## src/cache_pkg.sv

```systemverilog
// Fixed geometry of 256 direct-mapped lines of four 32-bit words; only word-aligned offsets
package cache_pkg;

    localparam int ADDR_W         = 32;
    localparam int WORD_W         = 32;
    localparam int TAG_W          = 20;
    localparam int INDEX_W        = 8;
    localparam int OFFSET_W       = 4;
    localparam int WORDS_PER_LINE = 4;
    localparam int NUM_LINES      = 256;
    localparam int LINE_W         = 128;
    localparam int WSEL_W         = $clog2(WORDS_PER_LINE);  // Word select inside a line

    localparam logic [1:0] MESI_M = 2'b00;
    localparam logic [1:0] MESI_E = 2'b01;
    localparam logic [1:0] MESI_S = 2'b10;
    localparam logic [1:0] MESI_I = 2'b11;

    localparam logic [2:0] ST_IDLE   = 3'd0;
    localparam logic [2:0] ST_LOOKUP = 3'd1;  // Core tag compare
    localparam logic [2:0] ST_SNOOP  = 3'd2;
    localparam logic [2:0] ST_WB     = 3'd3;  // Victim write-back
    localparam logic [2:0] ST_FILL   = 3'd4;

    // Same 128 bits seen flat for bus transfers or as words for select and merge
    typedef union packed {
        logic [LINE_W-1:0]                     flat;
        logic [WORDS_PER_LINE-1:0][WORD_W-1:0] words;
    } cache_line_u;

endpackage

```

## src/line_port_if.sv

```systemverilog
// Read side is combinational at index; line_wr and state_wr must never be high together
`timescale 1ns/1ns
interface line_port_if
    import cache_pkg::*;
();

    logic [INDEX_W-1:0] index;

    logic               line_wr;   // Tag, data and state
    logic               state_wr;  // State only
    logic [TAG_W-1:0]   wr_tag;
    cache_line_u        wr_line;
    logic [1:0]         wr_state;  // Shared by both write kinds

    logic [TAG_W-1:0]   rd_tag;
    cache_line_u        rd_line;
    logic [1:0]         rd_state;

    modport ctrl (
        output index, line_wr, state_wr, wr_tag, wr_line, wr_state,
        input  rd_tag, rd_line, rd_state
    );

    modport store (
        input  index, line_wr, state_wr, wr_tag, wr_line, wr_state,
        output rd_tag, rd_line, rd_state
    );

endinterface

```

## src/cache_ctrl.sv

```systemverilog
// One request at a time; snoops only taken while idle; a Shared write hit upgrades silently
`timescale 1ns/1ns
module cache_ctrl
    import cache_pkg::*;
(
    input  logic              clk,
    input  logic              rst,
    input  logic              core_rd,
    input  logic              core_wr,
    input  logic [ADDR_W-1:0] core_addr,
    input  logic [WORD_W-1:0] core_wdata,
    output logic [WORD_W-1:0] core_rdata,
    output logic              core_done,
    output logic              core_hit,
    output logic              busy,
    input  logic              snoop_req,
    input  logic [ADDR_W-1:0] snoop_addr,
    input  logic [1:0]        snoop_state,
    output logic              snoop_done,
    output logic              snoop_hit,
    output logic [LINE_W-1:0] snoop_data,
    output logic              mem_rd,
    output logic              mem_wr,
    output logic [ADDR_W-1:0] mem_addr,
    output logic [LINE_W-1:0] mem_wdata,
    input  logic [LINE_W-1:0] mem_rdata,
    input  logic              mem_ready,
    input  logic [1:0]        mem_fill_state,
    line_port_if.ctrl         port
);

    logic [2:0]        state;
    logic [2:0]        state_nxt;
    logic              missed;         // Current core request went through a fill

    logic [ADDR_W-1:0] req_addr;
    logic [WORD_W-1:0] req_wdata;
    logic              req_wr;
    logic [1:0]        req_snp_state;

    logic [TAG_W-1:0]  req_tag;
    logic [WSEL_W-1:0] word_sel;
    logic              tag_hit;
    logic              accept_snoop;
    logic              accept_core;
    logic              fill_done;
    cache_line_u       merged;

    assign req_tag    = req_addr[ADDR_W-1 -: TAG_W];
    assign word_sel   = req_addr[OFFSET_W-1 -: WSEL_W];
    assign port.index = req_addr[OFFSET_W +: INDEX_W];

    assign tag_hit = (port.rd_state != MESI_I) && (port.rd_tag == req_tag);

    // Snoop has priority when both arrive together
    assign accept_snoop = (state == ST_IDLE) && snoop_req;
    assign accept_core  = (state == ST_IDLE) && !snoop_req && (core_rd || core_wr);
    assign fill_done    = (state == ST_FILL) && mem_ready;

    always_ff @(posedge clk or posedge rst) begin
        if (rst) begin
            state  <= ST_IDLE;
            missed <= 1'b0;
        end else begin
            state <= state_nxt;
            if (accept_core) begin
                missed <= 1'b0;
            end else if (fill_done) begin
                missed <= 1'b1;
            end
        end
    end

    // Request payload, captured once at acceptance
    always_ff @(posedge clk) begin
        if (accept_snoop) begin
            req_addr      <= snoop_addr;
            req_snp_state <= snoop_state;
        end else if (accept_core) begin
            req_addr  <= core_addr;
            req_wdata <= core_wdata;
            req_wr    <= core_wr;
        end
    end

    always_comb begin
        state_nxt = state;
        case (state)
            ST_IDLE: begin
                if (accept_snoop) begin
                    state_nxt = ST_SNOOP;
                end else if (accept_core) begin
                    state_nxt = ST_LOOKUP;
                end
            end
            ST_LOOKUP: begin
                if (tag_hit) begin
                    state_nxt = ST_IDLE;
                end else if (port.rd_state == MESI_M) begin
                    state_nxt = ST_WB;  // Dirty victim goes out first
                end else begin
                    state_nxt = ST_FILL;
                end
            end
            ST_SNOOP: state_nxt = ST_IDLE;
            ST_WB: begin
                if (mem_ready) begin
                    state_nxt = ST_FILL;
                end
            end
            ST_FILL: begin
                if (mem_ready) begin
                    state_nxt = ST_LOOKUP;  // Replay, which now hits
                end
            end
            default: state_nxt = ST_IDLE;
        endcase
    end

    // Write data lands in its word slot, rest of the line untouched
    always_comb begin
        merged = port.rd_line;
        merged.words[word_sel] = req_wdata;
    end

    always_comb begin
        port.line_wr  = 1'b0;
        port.state_wr = 1'b0;
        port.wr_tag   = req_tag;
        port.wr_line  = merged;
        port.wr_state = MESI_M;
        if ((state == ST_LOOKUP) && tag_hit && req_wr) begin
            port.line_wr = 1'b1;  // Write hit or replayed write, always to M
        end else if (fill_done) begin
            port.line_wr  = 1'b1;
            port.wr_line  = cache_line_u'(mem_rdata);
            port.wr_state = mem_fill_state;
        end else if ((state == ST_SNOOP) && tag_hit) begin
            port.state_wr = 1'b1;
            port.wr_state = req_snp_state;
        end
    end

    assign core_done  = (state == ST_LOOKUP) && tag_hit;
    assign core_hit   = core_done && !missed;
    assign core_rdata = port.rd_line.words[word_sel];

    assign snoop_done = (state == ST_SNOOP);
    assign snoop_hit  = snoop_done && tag_hit;
    assign snoop_data = port.rd_line.flat;

    assign busy = (state != ST_IDLE);

    // Victim address uses the stored tag; index stays fixed for the whole miss
    assign mem_wr    = (state == ST_WB);
    assign mem_rd    = (state == ST_FILL);
    assign mem_addr  = {(state == ST_WB) ? port.rd_tag : req_tag, port.index, OFFSET_W'(0)};
    assign mem_wdata = port.rd_line.flat;

    // A hit pulse only ever comes one cycle after acceptance
    a_hit_latency: assert property (
        @(posedge clk) disable iff (rst) core_hit |-> $past(accept_core)
    );

    // Replayed lookup must find the line the fill just installed
    a_replay_hits: assert property (
        @(posedge clk) disable iff (rst) fill_done |=> tag_hit
    );

    // Address must hold while the next level stalls
    a_addr_stable: assert property (
        @(posedge clk) disable iff (rst)
        (mem_rd || mem_wr) && !mem_ready |=> $stable(mem_addr)
    );

endmodule

```

## src/flat_wrapper.sv

```systemverilog
// flat-port wrapper written by rule: the top's interface ports become plain ports
module cache_ctrl_flat import cache_pkg::*;
  (clk, rst, core_rd, core_wr, core_addr, core_wdata, core_rdata, core_done, core_hit, busy, snoop_req, snoop_addr, snoop_state, snoop_done, snoop_hit, snoop_data, mem_rd, mem_wr, mem_addr, mem_wdata, mem_rdata, mem_ready, mem_fill_state, port_index, port_line_wr, port_state_wr, port_wr_tag, port_wr_line, port_wr_state, port_rd_tag, port_rd_line, port_rd_state);
  line_port_if port_i ();
  input  logic clk;
  input  logic rst;
  input  logic core_rd;
  input  logic core_wr;
  input  logic [ADDR_W-1:0] core_addr;
  input  logic [WORD_W-1:0] core_wdata;
  output logic [WORD_W-1:0] core_rdata;
  output logic core_done;
  output logic core_hit;
  output logic busy;
  input  logic snoop_req;
  input  logic [ADDR_W-1:0] snoop_addr;
  input  logic [1:0] snoop_state;
  output logic snoop_done;
  output logic snoop_hit;
  output logic [LINE_W-1:0] snoop_data;
  output logic mem_rd;
  output logic mem_wr;
  output logic [ADDR_W-1:0] mem_addr;
  output logic [LINE_W-1:0] mem_wdata;
  input  logic [LINE_W-1:0] mem_rdata;
  input  logic mem_ready;
  input  logic [1:0] mem_fill_state;
  output wire logic [$bits(port_i.index)-1:0] port_index;
  output wire logic [$bits(port_i.line_wr)-1:0] port_line_wr;
  output wire logic [$bits(port_i.state_wr)-1:0] port_state_wr;
  output wire logic [$bits(port_i.wr_tag)-1:0] port_wr_tag;
  output wire logic [$bits(port_i.wr_line)-1:0] port_wr_line;
  output wire logic [$bits(port_i.wr_state)-1:0] port_wr_state;
  input wire logic [$bits(port_i.rd_tag)-1:0] port_rd_tag;
  input wire logic [$bits(port_i.rd_line)-1:0] port_rd_line;
  input wire logic [$bits(port_i.rd_state)-1:0] port_rd_state;
  assign port_index = port_i.index;
  assign port_line_wr = port_i.line_wr;
  assign port_state_wr = port_i.state_wr;
  assign port_wr_tag = port_i.wr_tag;
  assign port_wr_line = port_i.wr_line;
  assign port_wr_state = port_i.wr_state;
  assign port_i.rd_tag = port_rd_tag;
  assign port_i.rd_line = port_rd_line;
  assign port_i.rd_state = port_rd_state;
  cache_ctrl u_core (.clk(clk), .rst(rst), .core_rd(core_rd), .core_wr(core_wr), .core_addr(core_addr), .core_wdata(core_wdata), .core_rdata(core_rdata), .core_done(core_done), .core_hit(core_hit), .busy(busy), .snoop_req(snoop_req), .snoop_addr(snoop_addr), .snoop_state(snoop_state), .snoop_done(snoop_done), .snoop_hit(snoop_hit), .snoop_data(snoop_data), .mem_rd(mem_rd), .mem_wr(mem_wr), .mem_addr(mem_addr), .mem_wdata(mem_wdata), .mem_rdata(mem_rdata), .mem_ready(mem_ready), .mem_fill_state(mem_fill_state), .port(port_i));
endmodule
```

## config.mk

```make
export PLATFORM = sky130hd
export DESIGN_NAME = cache_ctrl_flat
export DESIGN_NICKNAME = d
export VERILOG_FILES = /design/src/cache_pkg.sv /design/src/line_port_if.sv /design/src/cache_ctrl.sv /design/src/flat_wrapper.sv
export SDC_FILE = /design/constraint.sdc
export NUM_CORES = 1
export LEC_CHECK = 0
export BUFFER_PORTS_ARGS = -buffer_cell sky130_fd_sc_hd__clkbuf_2
export CAP_MARGIN = 30
export CORE_AREA = 2 2 342 344
export CTS_BUF_LIST = sky130_fd_sc_hd__clkbuf_16
export DETAILED_ROUTE_END_ITERATION = 12
export DIE_AREA = 0 0 344 346
export PLACE_DENSITY_LB_ADDON = 0.15
export SLEW_MARGIN = 20
export SYNTH_ARGS = -nofsm -noshare
export SYNTH_HDL_FRONTEND = slang
export SYNTH_SLANG_ARGS = --single-unit
export TNS_END_PERCENT = 20
```

## constraint.sdc

```tcl
create_clock -name clk -period 4 [get_ports clk]
set_clock_uncertainty 0.1 [all_clocks]
set_input_delay 0.4 -clock clk [delete_from_list [all_inputs] [get_ports clk]]
set_output_delay 0.4 -clock clk [all_outputs]
set_load 0.005 [all_outputs]
```

==> metrics.txt, run 1 <==
# TYPE chip_impl_metric gauge
chip_impl_info{name="result_of_the_run",value="finished clean"} 1
chip_impl_metric{name="core.rowCount",unit=""} 125
chip_impl_metric{name="timing.final.ws_setup",unit="ps"} 769
chip_impl_metric{name="hold-path-cell-count",unit=""} 1
chip_impl_metric{name="slew_headroom",unit=""} 0.474
chip_impl_metric{name="rr_worst_depth",unit=""} 4
chip_impl_metric{name="synth.yosys.seq_area_share",unit=""} 0.232
chip_impl_metric{name="pin_count_of_the_biggest_net_entering_global_routing",unit=""} 111
chip_impl_metric{name="maxcap_viol_count",unit=""} 0
chip_impl_info{name="r2r_end",value="u_core.req_addr[25]$_DFFE_PP_"} 1
chip_impl_metric{name="whs",unit="ps"} 62.9
chip_impl_metric{name="route.detailed.vias_per_inst",unit=""} 3.00
chip_impl_metric{name="grt_antenna_before_repair",unit=""} 21
chip_impl_info{name="path_cells",value="xnor2_1 > nand4_1 > nor4_1 > buf_4 > nand3_2 > o21ai_0 > clkbuf_2"} 1
chip_impl_metric{name="grt.met1_usage",unit=""} 0.129
chip_impl_info{name="clock_tree.root_cell",value="clkbuf_16"} 1
chip_impl_metric{name="antenna_violating_nets_post_route",unit=""} 0
chip_impl_info{name="cp_slowest_cell",value="edfxtp_1"} 1
chip_impl_metric{name="clock.fmax",unit="MHz"} 309
chip_impl_metric{name="synth.cell_area",unit="mm²"} 0.00884
chip_impl_metric{name="num-nets-final",unit=""} 1899
chip_impl_metric{name="grt_pass1_wl",unit="mm"} 85.0
chip_impl_metric{name="grtUsageMet3",unit=""} 0.0356
chip_impl_info{name="start_kind",value="flip-flop"} 1
chip_impl_info{name="rsz_0062_raised_after_global_routing",value="no"} 1
chip_impl_info{name="critPathKind",value="flip-flop to output pin"} 1
chip_impl_metric{name="numClockSinks",unit=""} 69
chip_impl_metric{name="arr_time_crit_path",unit="ps"} 2730
chip_impl_metric{name="drt_pass1_iterations",unit=""} 8
chip_impl_metric{name="yosysWarnings",unit=""} 0
chip_impl_metric{name="floorplan.initialDensity",unit=""} 0.0766
chip_impl_metric{name="max-vdd-ir-drop",unit="mV"} 0.221
chip_impl_metric{name="overall_die_area",unit="mm²"} 0.119
chip_impl_metric{name="worstMarginPinSlew",unit="ps"} 788
chip_impl_metric{name="cts_htree_levels",unit=""} 3
chip_impl_metric{name="synth_edf_count",unit=""} 65
chip_impl_metric{name="io_pins",unit=""} 871
chip_impl_metric{name="clk_path_buf_depth",unit=""} 2
chip_impl_info{name="critPathCaptureType",value="output pin"} 1
chip_impl_metric{name="async_flop_share",unit=""} 0.0580
chip_impl_info{name="timing.rr.start",value="u_core.state[1]$_DFFE_PP0P_"} 1
chip_impl_metric{name="critical-path-max-stage-delay",unit="ps"} 420
chip_impl_metric{name="first_global_vias",unit=""} 9487
chip_impl_metric{name="data_required_time_of_the_critical_path",unit="ps"} 3500
chip_impl_metric{name="routedWlPerCell",unit="µm"} 21.8
chip_impl_metric{name="cts_buffers",unit=""} 9
chip_impl_info{name="worstHoldEndpoint",value="u_core.req_wdata[24]$_DFFE_PP_"} 1
chip_impl_metric{name="final_hold_viol_count",unit=""} 0
chip_impl_metric{name="place.gp.congestion",unit=""} 0.812
chip_impl_metric{name="min_period_over_period",unit=""} 0.808
chip_impl_metric{name="io_buffer_count",unit=""} 862
chip_impl_info{name="path_delay_family",value="simple AND/OR/NAND/NOR gates"} 1
chip_impl_metric{name="syn_avg_cell_area",unit="µm²"} 9.17
chip_impl_info{name="hold_start",value="core_wdata[24]"} 1
chip_impl_metric{name="clk_transition_reported_paths",unit="ps"} 80
chip_impl_metric{name="cts-resized-gates",unit=""} 0
chip_impl_metric{name="final_util",unit=""} 0.114
chip_impl_metric{name="core_region_area",unit="mm²"} 0.115
chip_impl_info{name="synth_ff_type",value="edfxtp_1"} 1
chip_impl_metric{name="fin_tns_setup",unit="ps"} 0
chip_impl_metric{name="routed_wirelength",unit="mm"} 66.4
chip_impl_metric{name="via_count",unit=""} 9150
chip_impl_metric{name="syn2layout_area_growth",unit="%"} 48.8
chip_impl_metric{name="dp_worst_setup_slack",unit="ps"} 985
chip_impl_info{name="layout_commonest_cell",value="clkbuf_2"} 1
chip_impl_metric{name="final_layout_size_suffix_gt1_frac",unit=""} 0.658
chip_impl_metric{name="drc",unit=""} 0
chip_impl_metric{name="grt.met2_usage",unit=""} 0.179
chip_impl_metric{name="reg2reg_setup_slack",unit="ps"} 1410
chip_impl_metric{name="yosys_register_bits",unit=""} 69
chip_impl_info{name="hold_class",value="input pin to flip-flop"} 1
chip_impl_info{name="synth.largest_area_cell",value="buf_4"} 1
chip_impl_metric{name="setup_viol_count_final",unit=""} 0
chip_impl_metric{name="die_height",unit="µm"} 346
chip_impl_metric{name="finalWorstPathRequiredPeriod",unit="ps"} 3230
chip_impl_info{name="tritoncts",value="built"} 1
chip_impl_metric{name="yosys.area.top_type_share",unit=""} 0.257
chip_impl_metric{name="grt-ovfl-total",unit=""} 0
chip_impl_metric{name="slew_violations",unit=""} 0
chip_impl_metric{name="detailed_place_hpwl",unit="mm"} 56.5
chip_impl_info{name="ys_top_cells_by_area",value="buf_4 (26%), edfxtp_1 (22%), mux2i_1 (15%), mux4_2 (8.2%), o21ai_0 (6.2%)"} 1
chip_impl_metric{name="synthDistinctLibCells",unit=""} 42
chip_impl_metric{name="path_buf_inv",unit=""} 2
chip_impl_info{name="most-common-layout-cells",value="clkbuf_2 (862), nand2_1 (137), mux2i_1 (128)"} 1
chip_impl_metric{name="worstPathMaxFanout",unit=""} 9
chip_impl_metric{name="synth_cells",unit=""} 964
chip_impl_info{name="grt_busiest_layer",value="met2"} 1
chip_impl_metric{name="p_per_area",unit="mW/mm²"} 547
chip_impl_metric{name="first_drt_iteration_drcs",unit=""} 381
chip_impl_metric{name="die_x",unit="µm"} 344
chip_impl_metric{name="clk-insertion-delay-late",unit="ps"} 400
chip_impl_metric{name="p_leak",unit="nW"} 6.01
chip_impl_metric{name="track_usage",unit=""} 0.107
how the worst max path moves through the flow:
stage	from	slack (ps)	end	cells after the start
finish	u_core.req_addr[12]$_DFFE_PP_	770	port_wr_state[0]	7
global route	u_core.req_addr[12]$_DFFE_PP_	460	core_hit	7
global placement	u_core.req_addr[3]$_DFFE_PP_	1130	port_wr_line[126]	5
detailed placement	port_rd_tag[0]	980	port_wr_state[0]	8
floorplan	u_core.state[1]$_DFFE_PP0P_	1110	u_core.req_addr[10]$_DFFE_PP_	2
CTS	u_core.req_addr[12]$_DFFE_PP_	530	port_wr_state[0]	7
repair_timing:
action,CTS,global route
hold buffers,1,0
hold endpoints to repair,4,0
setup buffers,0,0
endpoints found under the setup margin,0,0
power breakdown:
part           switching, mW  internal (mW)  total [mW]
sequential             0.282           1.13        1.41
clock                  0.459          0.551        1.01
combinational           2.68           2.10        4.78
flip-flops by register name (all words and copies together) (netlist names):
signal	cells
u_core.missed	1
u_core.req_addr	30
u_core.req_snp_state	2
u_core.req_wdata	32
u_core.req_wr	1
u_core.state	3
final cells by class:
cell class,count,area (µm²)
multi-input cells,541,4250
inverters,4,15.0
clock buffers,9,225
well taps,1524,1910
diodes,7,17.5
fillers,13483,102000
clock inverters,7,98.8
flip-flops and latches,69,2050
repair buffers,890,4590
cells by family (layout without fill, tap and decap cells):
family                    after synthesis  after routing  synth area share
DFF                                    69             69             0.232
other                                   1             11          0.000424
AOI/OAI and AO/OA                     140            140            0.0828
and+or+nand+nor                       170            170            0.0837
xor gates and xnor gates               18             18            0.0178
buffers and inverters                 357            910             0.294
muxes                                 209            209             0.289
layer usage:
| layer | up-vias | wire (µm) |
|---|---|---|
| li1 | 4197 | - |
| met1 | 4369 | 27400 |
| met3 | 51 | 6190 |
| met4 | 14 | 1200 |
| met5 | - | 191 |
| met2 | 519 | 31400 |
metrics by stage:
step                total power, mW  std cells  area [µm²]
floorplan                      4.02        967        8850
global placement               6.46       3027       12800
detailed placement             6.41       3027       12800
CTS                            7.53       3044       13100
global route                   7.79       3045       13100
finish                         7.20       3051       13200
worst register-to-register path, cell delays in order, from the launching register on:
cell     delay [ps]
dfrtp_1         500
or3_4           480
nor2_4          390
buf_4           410
mux2_2          440
cell usage after synthesis (3+ instances only):
master    instances
buf_4           302
nand2_1         138
nor2_1            6
xor2_1            3
dfrtp_1           4
nand4_1           4
nor2b_1           3
o21ai_0         109
mux2i_1         128
mux2_2           47
inv_1             4
clkbuf_1         14
xnor2_1          15
edfxtp_1         65
buf_6            10
o21ai_1          23
mux4_2           32
buf_2            25
Note: power is estimated with default switching activity, not from simulation.
==> inputs of run 2 (changes only) <==
--- a/config.mk
+++ b/config.mk
@@ -7,10 +7,10 @@
 export LEC_CHECK = 0
 export BUFFER_PORTS_ARGS = -buffer_cell sky130_fd_sc_hd__clkbuf_2
 export CAP_MARGIN = 30
-export CORE_AREA = 2 2 342 344
+export CORE_AREA = 2 2 341 343
 export CTS_BUF_LIST = sky130_fd_sc_hd__clkbuf_16
 export DETAILED_ROUTE_END_ITERATION = 12
-export DIE_AREA = 0 0 344 346
+export DIE_AREA = 0 0 343 345
 export PLACE_DENSITY_LB_ADDON = 0.15
 export SLEW_MARGIN = 20
 export SYNTH_ARGS = -nofsm -noshare
==> constraint.sdc (replaced) <==
create_clock -name clk -period 2.8 [get_ports clk]
set_clock_uncertainty 0.1 [all_clocks]
set_input_delay 0.28 -clock clk [delete_from_list [all_inputs] [get_ports clk]]
set_output_delay 0.28 -clock clk [all_outputs]
set_load 0.005 [all_outputs]
==> run 2 against run 1 <==
  * Cell area increased by 4.6%
  * Combinational power grew 47%
  * Worst hold slack better by 12 ps
  * Sequential share of layout area is 0.67 points lower
  * Critical path depth decreased by 1
  * Sequential power is 45% higher
  * Final cell count rose by 1.7%
  * Critical endpoint is now port_wr_line[31]
==> metrics.txt, run 2 (same netlist as run 1, synthesis figures left out) <==
# TYPE chip_impl_metric gauge
chip_impl_metric{name="drc",unit=""} 0
chip_impl_info{name="critPathCaptureType",value="output pin"} 1
chip_impl_metric{name="first_global_vias",unit=""} 9941
chip_impl_metric{name="pin_count_of_the_biggest_net_entering_global_routing",unit=""} 54
chip_impl_metric{name="slew_headroom",unit=""} 0.662
chip_impl_metric{name="clk_transition_reported_paths",unit="ps"} 80
chip_impl_metric{name="cts_htree_levels",unit=""} 3
chip_impl_metric{name="route.detailed.vias_per_inst",unit=""} 3.01
chip_impl_info{name="clock_tree.root_cell",value="clkbuf_16"} 1
chip_impl_metric{name="via_count",unit=""} 9326
chip_impl_info{name="layout_commonest_cell",value="clkbuf_2"} 1
chip_impl_metric{name="finalNonFillerCells",unit=""} 3103
chip_impl_metric{name="p_leak",unit="nW"} 6.28
chip_impl_metric{name="ff_latch_area",unit="mm²"} 0.00205
chip_impl_metric{name="routed_wirelength",unit="mm"} 64.8
chip_impl_metric{name="worstMarginPinSlew",unit="ps"} 508
chip_impl_metric{name="setup_viol_count_final",unit=""} 0
chip_impl_metric{name="grt-ovfl-total",unit=""} 0
chip_impl_info{name="registers_with_the_most_flip_flops",value="u_core.req_wdata (32), u_core.req_addr (30), u_core.state (3)"} 1
chip_impl_metric{name="core_region_area",unit="mm²"} 0.115
chip_impl_metric{name="drt_pass1_iterations",unit=""} 6
chip_impl_metric{name="die_x",unit="µm"} 343
chip_impl_metric{name="worstPathMaxFanout",unit=""} 18
chip_impl_info{name="result_of_the_run",value="finished clean"} 1
chip_impl_info{name="registers.top_by_ff_count",value="u_core.req_wdata"} 1
chip_impl_metric{name="place.gp.congestion",unit=""} 0.839
chip_impl_metric{name="data_required_time_of_the_critical_path",unit="ps"} 2420
chip_impl_info{name="most-common-layout-cells",value="clkbuf_2 (858), nand2_1 (137), mux2i_1 (125)"} 1
chip_impl_metric{name="io_buffer_count",unit=""} 862
chip_impl_info{name="critPathKind",value="flip-flop to output pin"} 1
chip_impl_info{name="start_kind",value="flip-flop"} 1
chip_impl_metric{name="fillers",unit=""} 13490
chip_impl_metric{name="max-vdd-ir-drop",unit="mV"} 0.333
chip_impl_metric{name="core.rowCount",unit=""} 125
chip_impl_metric{name="detailed_place_hpwl",unit="mm"} 55.8
chip_impl_metric{name="syn2layout_area_growth",unit="%"} 55.6
chip_impl_metric{name="grt_antenna_before_repair",unit=""} 16
chip_impl_metric{name="min_period_over_period",unit=""} 0.950
chip_impl_metric{name="floorplan.initialDensity",unit=""} 0.0768
chip_impl_metric{name="antenna_violating_nets_post_route",unit=""} 0
chip_impl_metric{name="timing.final.ws_setup",unit="ps"} 141
chip_impl_metric{name="routedWlPerCell",unit="µm"} 20.9
chip_impl_metric{name="overall_die_area",unit="mm²"} 0.118
chip_impl_metric{name="p_per_area",unit="mW/mm²"} 757
chip_impl_metric{name="die_height",unit="µm"} 345
chip_impl_metric{name="numClockSinks",unit=""} 69
chip_impl_metric{name="io_pins",unit=""} 871
chip_impl_metric{name="dp_worst_setup_slack",unit="ps"} 178
chip_impl_metric{name="arr_time_crit_path",unit="ps"} 2280
chip_impl_metric{name="track_usage",unit=""} 0.105
chip_impl_metric{name="clk-insertion-delay-late",unit="ps"} 410
chip_impl_metric{name="place.detailed.instances",unit=""} 3048
chip_impl_metric{name="cts.repair_timing.setup_buffer_count",unit=""} 0
chip_impl_metric{name="maxcap_viol_count",unit=""} 0
chip_impl_metric{name="grt_pass1_wl",unit="mm"} 84.4
chip_impl_metric{name="clk_path_buf_depth",unit=""} 2
chip_impl_metric{name="cts_buffers",unit=""} 9
chip_impl_metric{name="finalWorstPathRequiredPeriod",unit="ps"} 2660
chip_impl_info{name="hold_class",value="input pin to flip-flop"} 1
chip_impl_metric{name="final_hold_viol_count",unit=""} 0
chip_impl_metric{name="final_layout_size_suffix_gt1_frac",unit=""} 0.654
chip_impl_info{name="rsz_0062_raised_after_global_routing",value="yes"} 1
chip_impl_metric{name="first_drt_iteration_drcs",unit=""} 396
chip_impl_metric{name="flip_flop_count_of_the_largest_register_all_copies_and_words_added",unit=""} 32
chip_impl_metric{name="clock.fmax",unit="MHz"} 376
chip_impl_metric{name="multiInputGateArea",unit="mm²"} 0.00430
chip_impl_metric{name="fin_tns_setup",unit="ps"} 0
chip_impl_metric{name="slew_violations",unit=""} 0
chip_impl_metric{name="num-nets-final",unit=""} 1955
chip_impl_info{name="tritoncts",value="built"} 1
## run 2: area by class of cell
type                    instances  area share
flip-flops and latches         69       0.149
clock inverters                 7     0.00409
clock buffers                   9      0.0164
inverters                       4     0.00109
diodes                          3    0.000546
repair buffers                946       0.377
well taps                    1524       0.139
multi-input cells             541       0.313
## run 2: report_power, final
part	total, mW	internal, mW	switching [mW]
logic	7.04	3.21	3.83
clock network	1.33	0.616	0.714
registers	2.04	1.61	0.428
## run 2: path summary, 6_finish.rpt
kind	endpoint	start	cells past startpoint	slack, ps
worst min register to register	u_core.missed$_DFFE_PP0P_	u_core.missed$_DFFE_PP0P_	2	410
worst min-delay path	u_core.req_addr[28]$_DFFE_PP_	core_addr[28]	2	80
min in group asynchronous	u_core.missed$_DFFE_PP0P_	rst	3	280
max in group asynchronous	u_core.state[1]$_DFFE_PP0P_	rst	3	2120
worst max register to register	u_core.req_addr[21]$_DFFE_PP_	u_core.state[0]$_DFFE_PP0P_	4	640
worst max-delay path	port_wr_line[31]	u_core.req_addr[2]$_DFFE_PP_	6	140
## run 2: critical path: stages, from the launching register on
cell      delay [ps]
edfxtp_1         600
buf_6            210
nor2_4           150
buf_12           270
mux2i_4          430
o21ai_1           90
clkbuf_2         120
## run 2: stage by stage
step / total power, mW / utilization / area [µm²] / hold slack [ps]
finish: 10.4 / 0.119 / 13800 / 75.2
CTS: 10.8 / 0.119 / 13700 / 16.2
global placement: 9.37 / 0.113 / 13000 / 79.7
global route: 11.3 / 0.119 / 13700 / 51.4
floorplan: 5.73 / - / 8850 / -53.9
detailed placement: 9.26 / 0.113 / 13000 / 82.0
## run 2: layer usage
layer  vias up  GRT usage  part of all wire
met5         -          0           0.00042
met4         4     0.0334             0.026
met3        52     0.0253             0.065
met2       517      0.185              0.50
met1      4455      0.125              0.41
li1       4298          -                 -
## run 2: repair_timing
item	CTS	global route
gates resized for setup	8	14
pin swaps	3	1
hold buffers	36	0
setup endpoints to repair	10	58
cloned	0	0
hold endpoints to repair	39	0
==> inputs of run 3 (changes only) <==
--- a/config.mk
+++ b/config.mk
@@ -5,12 +5,13 @@
 export SDC_FILE = /design/constraint.sdc
 export NUM_CORES = 1
 export LEC_CHECK = 0
+export ABC_AREA = 1
 export BUFFER_PORTS_ARGS = -buffer_cell sky130_fd_sc_hd__clkbuf_2
 export CAP_MARGIN = 30
-export CORE_AREA = 2 2 341 343
+export CORE_AREA = 2 2 334 336
 export CTS_BUF_LIST = sky130_fd_sc_hd__clkbuf_16
 export DETAILED_ROUTE_END_ITERATION = 12
-export DIE_AREA = 0 0 343 345
+export DIE_AREA = 0 0 336 338
 export PLACE_DENSITY_LB_ADDON = 0.15
 export SLEW_MARGIN = 20
 export SYNTH_ARGS = -nofsm -noshare
==> run 3 against run 2 <==
  * Area after synthesis is 4.9% higher
  * Sequential cell count stayed put
  * Non-clock buffer count is 15 higher
  * Final cell count is 13% higher
  * Worst setup slack worse by 9.4 ps
  * Via count is 28% higher
  * Combinational power is 3.8% higher
  * Sequential power is 9% lower
  * Die area is 4.0% lower
  * Critical path type unchanged
  * Largest power group unchanged
==> metrics.txt, run 3 <==
# TYPE chip_impl_metric gauge
chip_impl_info{name="result_of_the_run",value="finished clean"} 1
chip_impl_info{name="clock_tree.root_cell",value="clkbuf_16"} 1
chip_impl_metric{name="drc",unit=""} 0
chip_impl_info{name="start_kind",value="flip-flop"} 1
chip_impl_metric{name="slew_violations",unit=""} 0
chip_impl_metric{name="routed_wirelength",unit="mm"} 72.6
chip_impl_metric{name="multiInputGateArea",unit="mm²"} 0.00430
chip_impl_metric{name="pin_count_of_the_biggest_net_entering_global_routing",unit=""} 76
chip_impl_metric{name="first_drt_iteration_drcs",unit=""} 602
chip_impl_metric{name="synthDistinctLibCells",unit=""} 30
chip_impl_metric{name="core.rowCount",unit=""} 122
chip_impl_metric{name="yosysWarnings",unit=""} 0
chip_impl_info{name="hold_class",value="input pin to flip-flop"} 1
chip_impl_metric{name="clock_power_share",unit=""} 0.138
chip_impl_metric{name="routedWlPerCell",unit="µm"} 20.7
chip_impl_metric{name="synth_edf_count",unit=""} 65
chip_impl_metric{name="synth.yosys.seq_area_share",unit=""} 0.221
chip_impl_metric{name="core_region_area",unit="mm²"} 0.110
chip_impl_metric{name="max-vdd-ir-drop",unit="mV"} 0.285
chip_impl_metric{name="num-nets-final",unit=""} 2398
chip_impl_metric{name="track_usage",unit=""} 0.121
chip_impl_metric{name="synth.cell_area",unit="mm²"} 0.00927
chip_impl_metric{name="min_period_over_period",unit=""} 0.953
chip_impl_info{name="yosysMostFrequentCell",value="nand2_1"} 1
chip_impl_metric{name="io_buffer_count",unit=""} 862
chip_impl_metric{name="syn2layout_area_growth",unit="%"} 51.8
chip_impl_info{name="post_synth_most_frequent_cells",value="nand2_1 (357), buf_4 (301), nand3_1 (163)"} 1
chip_impl_metric{name="p_total",unit="mW"} 10.6
chip_impl_metric{name="floorplan.initialDensity",unit=""} 0.0842
chip_impl_metric{name="arr_time_crit_path",unit="ps"} 2290
chip_impl_metric{name="yosys_register_bits",unit=""} 69
chip_impl_metric{name="drt_pass1_iterations",unit=""} 5
chip_impl_metric{name="cts_buffers",unit=""} 9
chip_impl_metric{name="yosys.area.top_type_share",unit=""} 0.244
chip_impl_metric{name="grt_antenna_before_repair",unit=""} 11
chip_impl_metric{name="worstPathMaxFanout",unit=""} 32
chip_impl_metric{name="die_x",unit="µm"} 336
chip_impl_metric{name="flip_flop_count_of_the_largest_register_all_copies_and_words_added",unit=""} 32
chip_impl_info{name="path_cells",value="clkinv_2 > nand2_2 > buf_12 > nand2_1 > a31oi_1 > clkbuf_2"} 1
chip_impl_metric{name="worstMarginPinSlew",unit="ps"} 670
chip_impl_metric{name="final_hold_viol_count",unit=""} 0
chip_impl_metric{name="grt_pass1_wl",unit="mm"} 94.6
chip_impl_metric{name="die_height",unit="µm"} 338
chip_impl_info{name="registers.top_by_ff_count",value="u_core.req_wdata"} 1
chip_impl_metric{name="synth_cells",unit=""} 1431
chip_impl_metric{name="antenna_violating_nets_post_route",unit=""} 0
chip_impl_metric{name="place.gp.congestion",unit=""} 0.788
chip_impl_metric{name="p_leak",unit="nW"} 7.09
chip_impl_metric{name="io_pins",unit=""} 871
chip_impl_metric{name="syn_avg_cell_area",unit="µm²"} 6.48
chip_impl_metric{name="final_layout_size_suffix_gt1_frac",unit=""} 0.470
chip_impl_metric{name="post-route-cell-area",unit="mm²"} 0.0141
chip_impl_metric{name="clk_transition_reported_paths",unit="ps"} 80
chip_impl_info{name="ys_top_cells_by_area",value="buf_4 (24%), edfxtp_1 (21%), nand2_1 (14%), nand3_1 (8.8%), a31oi_1 (8.6%)"} 1
chip_impl_metric{name="route.detailed.vias_per_inst",unit=""} 3.41
chip_impl_metric{name="overall_die_area",unit="mm²"} 0.114
chip_impl_metric{name="seq_power_share",unit=""} 0.175
chip_impl_metric{name="setup_viol_count_final",unit=""} 0
chip_impl_metric{name="numClockSinks",unit=""} 69
chip_impl_info{name="most-common-layout-cells",value="clkbuf_2 (862), nand2_1 (355), nand3_1 (163)"} 1
chip_impl_info{name="rsz_0062_raised_after_global_routing",value="yes"} 1
chip_impl_info{name="critPathKind",value="flip-flop to output pin"} 1
chip_impl_metric{name="p_comb_frac",unit=""} 0.687
chip_impl_metric{name="maxcap_viol_count",unit=""} 0
chip_impl_metric{name="clock.fmax",unit="MHz"} 375
chip_impl_metric{name="p_int",unit="mW"} 5.02
chip_impl_info{name="synth.largest_area_cell",value="buf_4"} 1
chip_impl_metric{name="fillers",unit=""} 13077
chip_impl_metric{name="p_per_area",unit="mW/mm²"} 756
chip_impl_metric{name="slew_headroom",unit=""} 0.553
chip_impl_info{name="critPathCaptureType",value="output pin"} 1
chip_impl_info{name="cp_slowest_cell",value="a31oi_1"} 1
chip_impl_metric{name="grt-ovfl-total",unit=""} 0
chip_impl_metric{name="data_required_time_of_the_critical_path",unit="ps"} 2420
chip_impl_info{name="layout_commonest_cell",value="clkbuf_2"} 1
chip_impl_info{name="registers_with_the_most_flip_flops",value="u_core.req_wdata (32), u_core.req_addr (30), u_core.state (3)"} 1
chip_impl_metric{name="async_flop_share",unit=""} 0.0580
chip_impl_metric{name="cts_htree_levels",unit=""} 3
chip_impl_metric{name="postPlaceCellArea",unit="mm²"} 0.0133
chip_impl_metric{name="first_global_vias",unit=""} 11803
chip_impl_info{name="tritoncts",value="built"} 1
chip_impl_metric{name="ff_latch_area",unit="mm²"} 0.00205
chip_impl_metric{name="critical-path-max-stage-delay",unit="ps"} 420
chip_impl_metric{name="clk_path_buf_depth",unit=""} 2
chip_impl_metric{name="detailed_place_hpwl",unit="mm"} 60.0
chip_impl_metric{name="finalWorstPathRequiredPeriod",unit="ps"} 2670
chip_impl_metric{name="via_count",unit=""} 11972
chip_impl_metric{name="switching_share",unit=""} 0.528
chip_impl_info{name="synth_ff_type",value="edfxtp_1"} 1
chip_impl_metric{name="p_switching",unit="mW"} 5.62
chip_impl_metric{name="clk-insertion-delay-late",unit="ps"} 390
[run 3: changes by cell type after synthesis, moves of 51 or more]
cell | previous run | this run
nand3_1 | 0 | 163
a31oi_1 | 0 | 128
nor2_1 | 6 | 152
o21ai_0 | 109 | 58
mux2i_1 | 128 | 0
nand2_1 | 138 | 357
[run 3: final cells by class]
class,count,share of cell area
clock buffers,9,0.0160
clock inverters,7,0.00694
inverters,50,0.0140
well taps,1488,0.132
repair buffers,961,0.379
flip-flops and latches,69,0.146
diodes,2,0.000356
multi-input cells,923,0.306
[run 3: routing by layer]
layer | GRT usage | share of wire | up-vias
met3 | 0.0263 | 0.059 | 65
met1 | 0.152 | 0.44 | 5627
li1 | - | - | 5689
met5 | 0 | 0.00026 | -
met2 | 0.204 | 0.48 | 587
met4 | 0.0388 | 0.027 | 4
[run 3: power by group through the flow]
| stage | Sequential (mW) | Clock (mW) | Combinational (mW) |
|---|---|---|---|
| global route | 1.90 | 1.64 | 8.10 |
| detailed placement | 1.89 | 0 | 7.45 |
| CTS | 1.87 | 1.63 | 7.56 |
| finish | 1.86 | 1.47 | 7.31 |
| floorplan | 1.71 | 0 | 3.78 |
| global placement | 1.89 | 0 | 7.52 |
[run 3: cell families after synthesis]
logic type / after synthesis / synth area share
AOI/OAI and AO/OA: 221 / 0.145
DFF: 69 / 0.221
xor gates and xnor gates: 2 / 0.00189
and+or+nand+nor: 696 / 0.311
other: 1 / 0.000405
buffers and inverters: 442 / 0.320
[run 3: final timing paths]
path	from	end	slack [ps]	depth (start not counted)
worst max-delay path	u_core.req_addr[2]$_DFFE_PP_	port_wr_line[94]	130	6
worst min-delay path	snoop_addr[4]	u_core.req_addr[4]$_DFFE_PP_	50	3
worst max register to register	u_core.state[1]$_DFFE_PP0P_	u_core.req_addr[5]$_DFFE_PP_	370	8
worst min register to register	u_core.missed$_DFFE_PP0P_	u_core.missed$_DFFE_PP0P_	420	2
max in group asynchronous	rst	u_core.state[1]$_DFFE_PP0P_	2180	3
min in group asynchronous	rst	u_core.missed$_DFFE_PP0P_	260	3
[run 3: critical path, delay by kind of cell, from the launching register on]
kind / cells / cell delay (ps)
compound gates: 1 / 420
buf+inv: 3 / 760
flops: 1 / 360
simple gates: 2 / 270
[run 3: repair_timing]
| action | in CTS | in global routing |
|---|---|---|
| setup endpoints to repair | 2 | 11 |
| resized for setup | 0 | 4 |
| hold buffers | 43 | 0 |
| endpoints found under the hold margin | 44 | 0 |
| buffers inserted | 2 | 0 |
| pin swaps | 1 | 0 |
[run 3: stage by stage]
step | instances | setup WS, ps | hold WS, ps | TNS [ps] | utilization
3_5_place_dp | 3446 | 436 | 117 | 0 | 0.121
4_1_cts | 3507 | 16.8 | 1.81 | 0 | 0.128
5_1_grt | 3507 | -11.1 | 27.0 | -33.6 | 0.128
3_3_place_gp | 3446 | 467 | 118 | 0 | 0.121
6_report | 3509 | 131 | 54.0 | 0 | 0.128
2_1_floorplan | 1434 | 620 | -53.9 | 0 | -
